--- src/verilog/sysctrl_defines.svh ---
`ifndef SYSCTRL_DEFINES_SVH
`define SYSCTRL_DEFINES_SVH

// ******************************
// bus reset hold lengths
// ******************************

// 0 for the short simulation hold, 1 for the long hardware hold
`define SYSCTRL_SYNTH_HOLD 0

// short hold, in sysclk cycles
`define SYSCTRL_EXT_HOLD_SHORT 16
// long hold, roughly 140 ms at 35.8 MHz
`define SYSCTRL_EXT_HOLD_LONG 5000000

// cycles the bus reset line is driven low
`define SYSCTRL_EXT_HOLD_CYCLES \
    ((`SYSCTRL_SYNTH_HOLD != 0) ? `SYSCTRL_EXT_HOLD_LONG : `SYSCTRL_EXT_HOLD_SHORT)

// internal reset tail after the line is seen released
`define SYSCTRL_INT_HOLD_CYCLES 16

// hold counter width, must fit the long hold
`define SYSCTRL_CNT_WIDTH 24

// ******************************
// phi divider and sync depth
// ******************************
`define SYSCTRL_PHI_LIMIT_NORMAL 3
`define SYSCTRL_PHI_LIMIT_TURBO 1
`define SYSCTRL_SYNC_STAGES 2

`endif
--- src/verilog/sysctrl_pkg.sv ---
`include "sysctrl_defines.svh"

package sysctrl_pkg;

    // hold timer count
    typedef logic [`SYSCTRL_CNT_WIDTH-1:0] hold_cnt_t;

    // phi divider count, limits are 3 and 1
    typedef logic [1:0] phi_div_t;

    // ******************************
    // reset sequencer states
    // ******************************
    typedef enum logic [1:0] {
        // pulling the bus reset line low
        st_ext_hold     = 2'd0,
        // line still seen low, maybe by another device
        st_wait_release = 2'd1,
        // internal reset tail
        st_int_hold     = 2'd2,
        // normal operation
        st_run          = 2'd3
    } seq_state_t;

endpackage

--- src/verilog/aqp_sysctrl.sv ---
`timescale 1ns/1ps
`include "sysctrl_defines.svh"

module aqp_sysctrl
    import sysctrl_pkg::*;
(
    input  logic sysclk,
    input  logic ext_reset_synced,
    input  logic reset_req,
    input  logic turbo_mode,
    // active low, read back from the wired bus line
    input  logic ebus_reset_sense,
    // high pulls the bus reset line low
    output logic ebus_reset_drive,
    output logic reset,
    output logic ebus_phi,
    output logic ebus_phi_clken
);

    // hold lengths in counter width
    localparam hold_cnt_t ext_hold_len = hold_cnt_t'(`SYSCTRL_EXT_HOLD_CYCLES);
    localparam hold_cnt_t int_hold_len = hold_cnt_t'(`SYSCTRL_INT_HOLD_CYCLES);

    logic bus_reset_seen;
    logic ext_timer_clear;
    logic int_timer_clear;
    logic ext_done;
    logic int_done;

    // ******************************
    // bus reset path
    // ******************************
    bus_reset_sync u_bus_reset_sync (
        .sysclk           (sysclk),
        .ext_reset_synced (ext_reset_synced),
        .ebus_reset_sense (ebus_reset_sense),
        .bus_reset_seen   (bus_reset_seen)
    );

    // length of the low pulse on the line
    hold_timer #(.length(ext_hold_len)) ext_hold_timer (
        .sysclk           (sysclk),
        .ext_reset_synced (ext_reset_synced),
        .clear            (ext_timer_clear),
        .done             (ext_done)
    );

    // internal reset tail after release
    hold_timer #(.length(int_hold_len)) int_hold_timer (
        .sysclk           (sysclk),
        .ext_reset_synced (ext_reset_synced),
        .clear            (int_timer_clear),
        .done             (int_done)
    );

    reset_sequencer u_reset_sequencer (
        .sysclk           (sysclk),
        .ext_reset_synced (ext_reset_synced),
        .reset_req        (reset_req),
        .bus_reset_seen   (bus_reset_seen),
        .ext_done         (ext_done),
        .int_done         (int_done),
        .ext_timer_clear  (ext_timer_clear),
        .int_timer_clear  (int_timer_clear),
        .ebus_reset_drive (ebus_reset_drive),
        .reset            (reset)
    );

    // ******************************
    // bus phi clock
    // ******************************
    phi_clock_gen u_phi_clock_gen (
        .sysclk           (sysclk),
        .ext_reset_synced (ext_reset_synced),
        .turbo_mode       (turbo_mode),
        .ebus_phi         (ebus_phi),
        .ebus_phi_clken   (ebus_phi_clken)
    );

endmodule

--- src/verilog/phi_clock_gen.sv ---
`timescale 1ns/1ps
`include "sysctrl_defines.svh"

module phi_clock_gen
    import sysctrl_pkg::*;
(
    input  logic sysclk,
    input  logic ext_reset_synced,
    input  logic turbo_mode,
    output logic ebus_phi,
    output logic ebus_phi_clken
);

    phi_div_t div;
    phi_div_t limit;

    // toggle point, turbo doubles phi
    assign limit = turbo_mode ? phi_div_t'(`SYSCTRL_PHI_LIMIT_TURBO)
                              : phi_div_t'(`SYSCTRL_PHI_LIMIT_NORMAL);

    // ******************************
    // divider and phi toggle
    // ******************************
    always_ff @(posedge sysclk) begin
        if (ext_reset_synced) begin
            div            <= '0;
            ebus_phi       <= 1'b0;
            ebus_phi_clken <= 1'b0;
        end else if (div >= limit) begin
            // >= so a switch to turbo mid-count toggles right away
            div            <= '0;
            ebus_phi       <= ~ebus_phi;
            // pulse only on the rising toggle
            ebus_phi_clken <= ~ebus_phi;
        end else begin
            div            <= div + phi_div_t'(1);
            ebus_phi_clken <= 1'b0;
        end
    end

    // ******************************
    // checks
    // ******************************

    // enable sits in the first high cycle of phi
    a_clken_on_rise: assert property (
        @(posedge sysclk) disable iff (ext_reset_synced)
        ebus_phi_clken |-> (ebus_phi && !$past(ebus_phi))
    ) else $error("phi clken outside first high cycle of phi");

endmodule

--- src/verilog/reset_sequencer.sv ---
`timescale 1ns/1ps

module reset_sequencer
    import sysctrl_pkg::*;
(
    input  logic sysclk,
    input  logic ext_reset_synced,
    input  logic reset_req,
    input  logic bus_reset_seen,
    input  logic ext_done,
    input  logic int_done,
    output logic ext_timer_clear,
    output logic int_timer_clear,
    output logic ebus_reset_drive,
    output logic reset
);

    seq_state_t state;
    seq_state_t next_state;

    // ******************************
    // next state
    // ******************************
    always_comb begin
        next_state = state;
        case (state)
            st_ext_hold: begin
                // hold length reached, let go of the line
                if (ext_done) begin
                    next_state = st_wait_release;
                end
            end
            st_wait_release: begin
                // another device may still pull the line
                if (!bus_reset_seen) begin
                    next_state = st_int_hold;
                end
            end
            st_int_hold: begin
                // line pulled again during the tail
                if (bus_reset_seen) begin
                    next_state = st_wait_release;
                end else if (int_done) begin
                    next_state = st_run;
                end
            end
            st_run: begin
                // external holder on the bus
                if (bus_reset_seen) begin
                    next_state = st_wait_release;
                end
            end
            default: begin
                next_state = st_ext_hold;
            end
        endcase

        // request wins from any state, restarts the hold
        if (reset_req) begin
            next_state = st_ext_hold;
        end
    end

    // ******************************
    // timer control
    // ******************************

    // ext timer runs only in the hold, a request restarts it
    assign ext_timer_clear = (state != st_ext_hold) || reset_req;
    // int timer runs only in the tail
    assign int_timer_clear = (state != st_int_hold);

    // ******************************
    // state and outputs
    // ******************************
    always_ff @(posedge sysclk) begin
        if (ext_reset_synced) begin
            state            <= st_ext_hold;
            ebus_reset_drive <= 1'b1;
            reset            <= 1'b1;
        end else begin
            state            <= next_state;
            // outputs follow the state they enter with
            ebus_reset_drive <= (next_state == st_ext_hold);
            reset            <= (next_state != st_run);
        end
    end

    // ******************************
    // checks
    // ******************************

    // the core is held whenever the bus is being reset
    a_drive_implies_reset: assert property (
        @(posedge sysclk) ebus_reset_drive |-> reset
    ) else $error("bus reset driven while internal reset low");

    // running means the line is released
    a_no_drive_in_run: assert property (
        @(posedge sysclk) disable iff (ext_reset_synced)
        (state == st_run) |-> !ebus_reset_drive
    ) else $error("bus reset driven in run state");

endmodule

--- src/verilog/hold_timer.sv ---
`timescale 1ns/1ps

module hold_timer
    import sysctrl_pkg::*;
#(
    parameter hold_cnt_t length = hold_cnt_t'(16)
) (
    input  logic sysclk,
    input  logic ext_reset_synced,
    input  logic clear,
    output logic done
);

    // count value in the final cycle of the hold
    // count is 0 in the first cycle after clear
    localparam hold_cnt_t last = length - hold_cnt_t'(1);

    hold_cnt_t count;

    // ******************************
    // saturating up-counter
    // ******************************
    always_ff @(posedge sysclk) begin
        if (ext_reset_synced || clear) begin
            count <= '0;
        end else if (count != last) begin
            count <= count + hold_cnt_t'(1);
        end
    end

    // high in the length-th cycle after clear and stays up
    assign done = (count == last);

    // ******************************
    // checks
    // ******************************

    // never runs past the end of the hold
    a_count_in_range: assert property (
        @(posedge sysclk) count <= last
    ) else $error("hold_timer count 0x%h past limit 0x%h", count, last);

endmodule

--- src/verilog/bus_reset_sync.sv ---
`timescale 1ns/1ps
`include "sysctrl_defines.svh"

module bus_reset_sync (
    input  logic sysclk,
    input  logic ext_reset_synced,
    input  logic ebus_reset_sense,
    output logic bus_reset_seen
);

    // sync chain, bit 0 samples the pad side
    logic [`SYSCTRL_SYNC_STAGES-1:0] sync_q;

    always_ff @(posedge sysclk) begin
        if (ext_reset_synced) begin
            // preset to reset seen
            sync_q <= '1;
        end else begin
            // line is active low, chain carries active high
            sync_q <= {sync_q[`SYSCTRL_SYNC_STAGES-2:0], ~ebus_reset_sense};
        end
    end

    // last stage is the clean level
    assign bus_reset_seen = sync_q[`SYSCTRL_SYNC_STAGES-1];

endmodule

--- config.mk ---
export PLATFORM = sky130hd
export DESIGN_NAME = aqp_sysctrl
export DESIGN_NICKNAME = d
export VERILOG_FILES = /design/src/verilog/sysctrl_pkg.sv /design/src/verilog/aqp_sysctrl.sv /design/src/verilog/phi_clock_gen.sv /design/src/verilog/reset_sequencer.sv /design/src/verilog/hold_timer.sv /design/src/verilog/bus_reset_sync.sv
export VERILOG_INCLUDE_DIRS = /design/src /design/src/verilog
export SDC_FILE = /design/constraint.sdc
export NUM_CORES = 1
export LEC_CHECK = 0
export BUFFER_PORTS_ARGS = -buffer_cell sky130_fd_sc_hd__buf_2
export CORE_MARGIN = 3
export CORE_UTILIZATION = 36
export CTS_CLUSTER_SIZE = 16
export DETAILED_ROUTE_END_ITERATION = 6
export MAX_ROUTING_LAYER = met4
export PLACE_DENSITY_LB_ADDON = 0.05
export SYNTH_ARGS = -nofsm -noshare
export SYNTH_HDL_FRONTEND = slang
export SYNTH_SLANG_ARGS = --single-unit
--- constraint.sdc ---
create_clock -name sysclk -period 2.4 [get_ports sysclk]
set_input_delay 0.48 -clock sysclk [delete_from_list [all_inputs] [get_ports sysclk]]
set_output_delay 0.48 -clock sysclk [all_outputs]
set_load 0.01 [all_outputs]
### Word level (Yosys, flattened, before mapping)

Cells that the tools add are included.

| cells by class | value |
|---|---|
| $add $sub $neg | 3 |
| magnitude comparators | 1 |
| equality and inequality tests | 9 |
| multiplexer cells | 8 |
| bitwise logic cells | 3 |
| reductions and logical operators | 8 |

Operator list:

| cell | number |
|---|---|
| $add A24 B1 Y24 const B | 2 |
| $eq A24 B4 Y1 const B | 2 |
| $ne A24 B4 Y1 const B | 2 |
| $mux W2 | 7 |
| $pmux W2 S4 | 1 |
| $eq A2 B2 Y1 const B | 2 |
| $logic_not A2 Y1 | 2 |
| $ne A2 B2 Y1 const B | 2 |
| $reduce_or A2 Y1 | 2 |
| $logic_or A1 B1 Y1 | 3 |
| $not A1 Y1 | 3 |
| $add A2 B1 Y2 const B | 1 |
| $eq A2 B1 Y1 const B | 1 |
| $ge A2 B2 Y1 | 1 |
| $reduce_bool A2 Y1 | 1 |

| storage, ports and cells | value |
|---|---|
| bits in registers | 58 |
| output and inout port bits | 4 |
| logic and storage cells | 41 |

### Longest topological paths before layout

| depth | value |
|---|---|
| depth after elaboration | 6 |
| mapped depth | 6 |
| mapped depth without buffers | 5 |

### Hierarchy

From an unflattened synthesis, not the netlist that was laid out.

| unflattened totals | value |
|---|---|
| cells, all modules | 310 |
| area total of the unflattened synthesis | 2671.3 µm² |

Modules (own cells, without submodules):

| module | times used | cells an instance | area an instance (µm²) | seq. area each (µm²) |
|---|---|---|---|---|
| hold_timer | 2 | 139 | 1154.9 | 480.5 |
| phi_clock_gen | 1 | 14 | 156.4 | 80.1 |
| reset_sequencer | 1 | 14 | 152.6 | 80.1 |
| bus_reset_sync | 1 | 4 | 52.6 | 40.0 |

### Least setup slack after synthesis

Ideal clock, no wire load.

| timing path | value |
|---|---|
| path kind | register to register |
| start point | register ext_hold_timer.count[0] |
| end point | register ext_hold_timer.count[18] |
| data arrival time | 1754 ps |
| setup slack | 575 ps |
| stages on the path, launching flop included | 7 |
| clock period less this slack | 1825 ps |
| path through | dfxtp_1 -> ha_1 -> nand3_1 -> or3_1 -> buf_2 -> or4_1 -> a21oi_1 |

| between the ends | value |
|---|---|
| longest elaborated chain between the ends | 1 |

Ends and longest elaborated chain:

| what | RTL line | source |
|---|---|---|
| start, declared | hold_timer.sv:18 | `hold_cnt_t count;` |
| start signal, assigned | hold_timer.sv:27 | `count <= count + hold_cnt_t'(1);` |
| $add A24 B1 Y24 / $ne A24 B4 Y1 (equally long branches) | hold_timer.sv:27, hold_timer.sv:26 |  |

Several ways; a longest one is shown, not always the timed one.
A chain may end at the register's enable or synchronous reset.

### Final worst setup path

| timing path | value |
|---|---|
| start point | register ext_hold_timer.count[0] |
| end point | register ext_hold_timer.count[20] |

The elaborated chain is that of the path after synthesis.

==> summary.txt <==
Drt
  • Vias per cell: 5.41
  • First drt pass iteration count: 4
  • Vias post-DR: 2358
  • Total Wirelength: 5810 um
  • DRC Markers: 0
  • WL/cell: about 13 um
  • Drt initial violations: 96
  • Antenna viol nets, final: 0

Place
  • Dpl ws: between 0.4 and 0.5 ns
  • GP Congestion: around 0.74
  • DP Area: around 2900 um^2
  • Placed wire-length estimate: between 3000 and 4000 um
  • PortBufs: 8

CTS
  • CTS HTree Levels: 3
  • CTS clk-pin slew, worst paths: 0.06 ns
  • Clock buffer count from CTS: 9
  • Hold-fix buffers, CTS: 0
  • CTS Root Cell: clkbuf_8
  • CTS Sinks: 58
  • CTS resizes: 0
  • Worst skew pair latency: 0.34 ns
  • CTS tree: yes
  • CTS Buffer Depth: 2
  • Post-CTS setup buffers: 0

Timing
  • Skew final: 0.00504 ns
  • Setup WS post-layout: roughly 0.39 ns
  • Fin crit period: 2.01 ns
  • Final-report setup violation count: 0
  • Hold slack: 0.303 ns
  • Worst slew pin tran: 0.617 ns
  • Setup TNS Final: 0 ns
  • Final hold violations: 0
  • Fin crit share: 0.838
  • Final max-slew violation count: 0
  • Rel. slew slack: 0.586
  • RSZ-0062 raised after global routing: no
  • Max Clock Freq: 497 MHz

Pwr
  • Net Sw Frac: 0.217
  • Combinational share of power: 0.025
  • VDD IR max: 0.282 mV
  • PD cells: between 600 and 700 nW/um^2
  • Switching power: 408 uW
  • Int Power: 1470 uW
  • Clock group share of total power: 0.453
  • P_leak: between 0.0009 and 0.001 uW
  • Seq pwr share: 0.522

Floorplan
  • Initial Utilization: 0.374
  • Io pins: 9
  • Cell row count: 31
  • Die Wd: 93.2 um
  • Core area: 7330 um^2
  • Chip height: approximately 93 um
  • Die footprint: approximately 8700 um^2

Logic synthesis
  • Synthesized area: 2740 um^2
  • Top post-synthesis cells by count: dfxtp_1 (58), a21oi_1 (26), nor2_1 (24), nand2_1 (22), nor4_1 (17)
  • Mapped Avg Cell Area: 8.43 um^2
  • Most common cell in the netlist: dfxtp_1
  • Post-synthesis cell count: 325
  • Seq cells post-synth: 58
  • Syn nets: ~330
  • Ys Warns: 0
  • Synth async-reset ratio: 0
  • Distinct cell type count after synthesis: 38
  • Area contributors post-synth: dfxtp_1 (42%), a21oi_1 (4.8%), nor4_1 (3.9%)
  • Seq/Total Area, Yosys: 0.424
  • Ys flop type: dfxtp_1
  • Post-synth top area share: 0.424
  • Synth area leader: dfxtp_1
  • EDFF count, synth: 0

Worst setup path
  • Kind of critical path: reg2reg
  • Crit path DAT: 2.28 ns
  • Worst Setup Start Kind: flip-flop
  • Critical path required time: 2.67 ns
  • CP max FO: 9
  • Crit end category: flip-flop

Global route
  • Initial antenna violation count: 0
  • Largest net degree at the start of global routing: 22
  • GRT overflow: 0
  • Global-route wire length before repair: 9950 um
  • Vias in the first global route: 2078
  • Gr usage total: 0.150

Min path
  • Min-Delay Path Class: in2reg

Cells and area
  • N_diodes: 0
  • Footprint of the multi-input gates: 1500 um^2
  • Nets: 341
  • Register Area: 1160 um^2
  • Share of post-route cells with drive strength above 1: 0.0950
  • Post-layout util: 0.417
  • FILL cells: about 730
  • Area growth syn-to-layout: 11.6%
  • Finished Cell Area: 3060 um^2

Run
  • Max-cap violations: 0

Outcome
  • Outcome: completed
## worst paths after layout
path / startpoint / slack (ns) / end / cells past startpoint
worst max register to register: ext_hold_timer.count[0] / 0.39 / ext_hold_timer.count[20] / 5
worst min register to register: u_bus_reset_sync.sync_q[0] / 0.41 / u_bus_reset_sync.sync_q[1] / 1
worst min-delay path: ebus_reset_sense / 0.30 / u_bus_reset_sync.sync_q[0] / 2
worst max-delay path: ext_hold_timer.count[0] / 0.39 / ext_hold_timer.count[20] / 5
## final cells by class
type | count | share of cell area
Clock inverter | 2 | 0.00327
Inverter | 7 | 0.00859
Multi-Input combinational cell | 246 | 0.489
Timing Repair Buffer | 11 | 0.0205
Clock buffer | 13 | 0.0585
Sequential cell | 58 | 0.380
Tap cell | 99 | 0.0405
## routing by layer
layer,GRT usage,vias to the layer above,wire (um)
li1,-,1226,-
met1,0.206,1083,3090
met2,0.201,40,2390
met3,0.0507,9,246
met4,0.0586,0,77
met5,-,-,0
## power by group through the flow
stage / Sequential [uW] / Combinational (uW) / Clock, uW
after floorplan: 1000 / 28.3 / 0
after global routing: 981 / 53.6 / 928
final: 980 / 46.6 / 852
after detailed placement: 1000 / 47.4 / 0
after CTS: 980 / 47.4 / 886
after global placement: 1000 / 46.8 / 0
## placed cells by master, fill, tap and decap left out, types with 4 or more instances in the layout
master / count
a21oi_1: 26
and2_1: 4
and3_1: 5
and4_1: 4
buf_2: 8
clkbuf_8: 13
dfxtp_1: 58
inv_1: 7
mux2i_1: 6
nand2_1: 22
nand2b_1: 6
nand3_1: 16
nand4_1: 15
nor2_1: 24
nor3_1: 15
nor4_1: 17
o21ai_0: 7
o21ai_1: 8
o31ai_1: 10
or3_1: 12
or4_1: 11
xnor2_1: 10
xor2_1: 7
## flip-flops by register name, summed over array words and instances (netlist names)
name and count:
u_phi_clock_gen.ebus_phi 1, u_bus_reset_sync.sync_q 2, u_reset_sequencer.state 2, u_phi_clock_gen.div 2
u_phi_clock_gen.ebus_phi_clken 1, int_hold_timer.count 24, u_reset_sequencer.ebus_reset_drive 1, u_reset_sequencer.reset 1
ext_hold_timer.count 24
## cells by family after synthesis
group,Yosys count,synth area share
fa+ha+maj,3,0.0137
flops,58,0.424
simple gates,158,0.319
buf+inv,21,0.0302
compound gates,62,0.137
mux,6,0.0219
xor+xnor,17,0.0544
## critical path, cell delays in order, from the launching register on
cell and delay [ns]:
dfxtp_1 0.40, ha_1 0.20, nand3_1 0.17, or3_1 0.49, or4_1 0.54, a21oi_1 0.15
## metrics by stage
stage / cells / total power, uW
CTS: 436 / 1910
global route: 436 / 1960
finish: 436 / 1880
floorplan: 325 / 1030
global placement: 421 / 1050
detailed placement: 421 / 1050
Note: power is estimated with default switching activity, not from simulation.
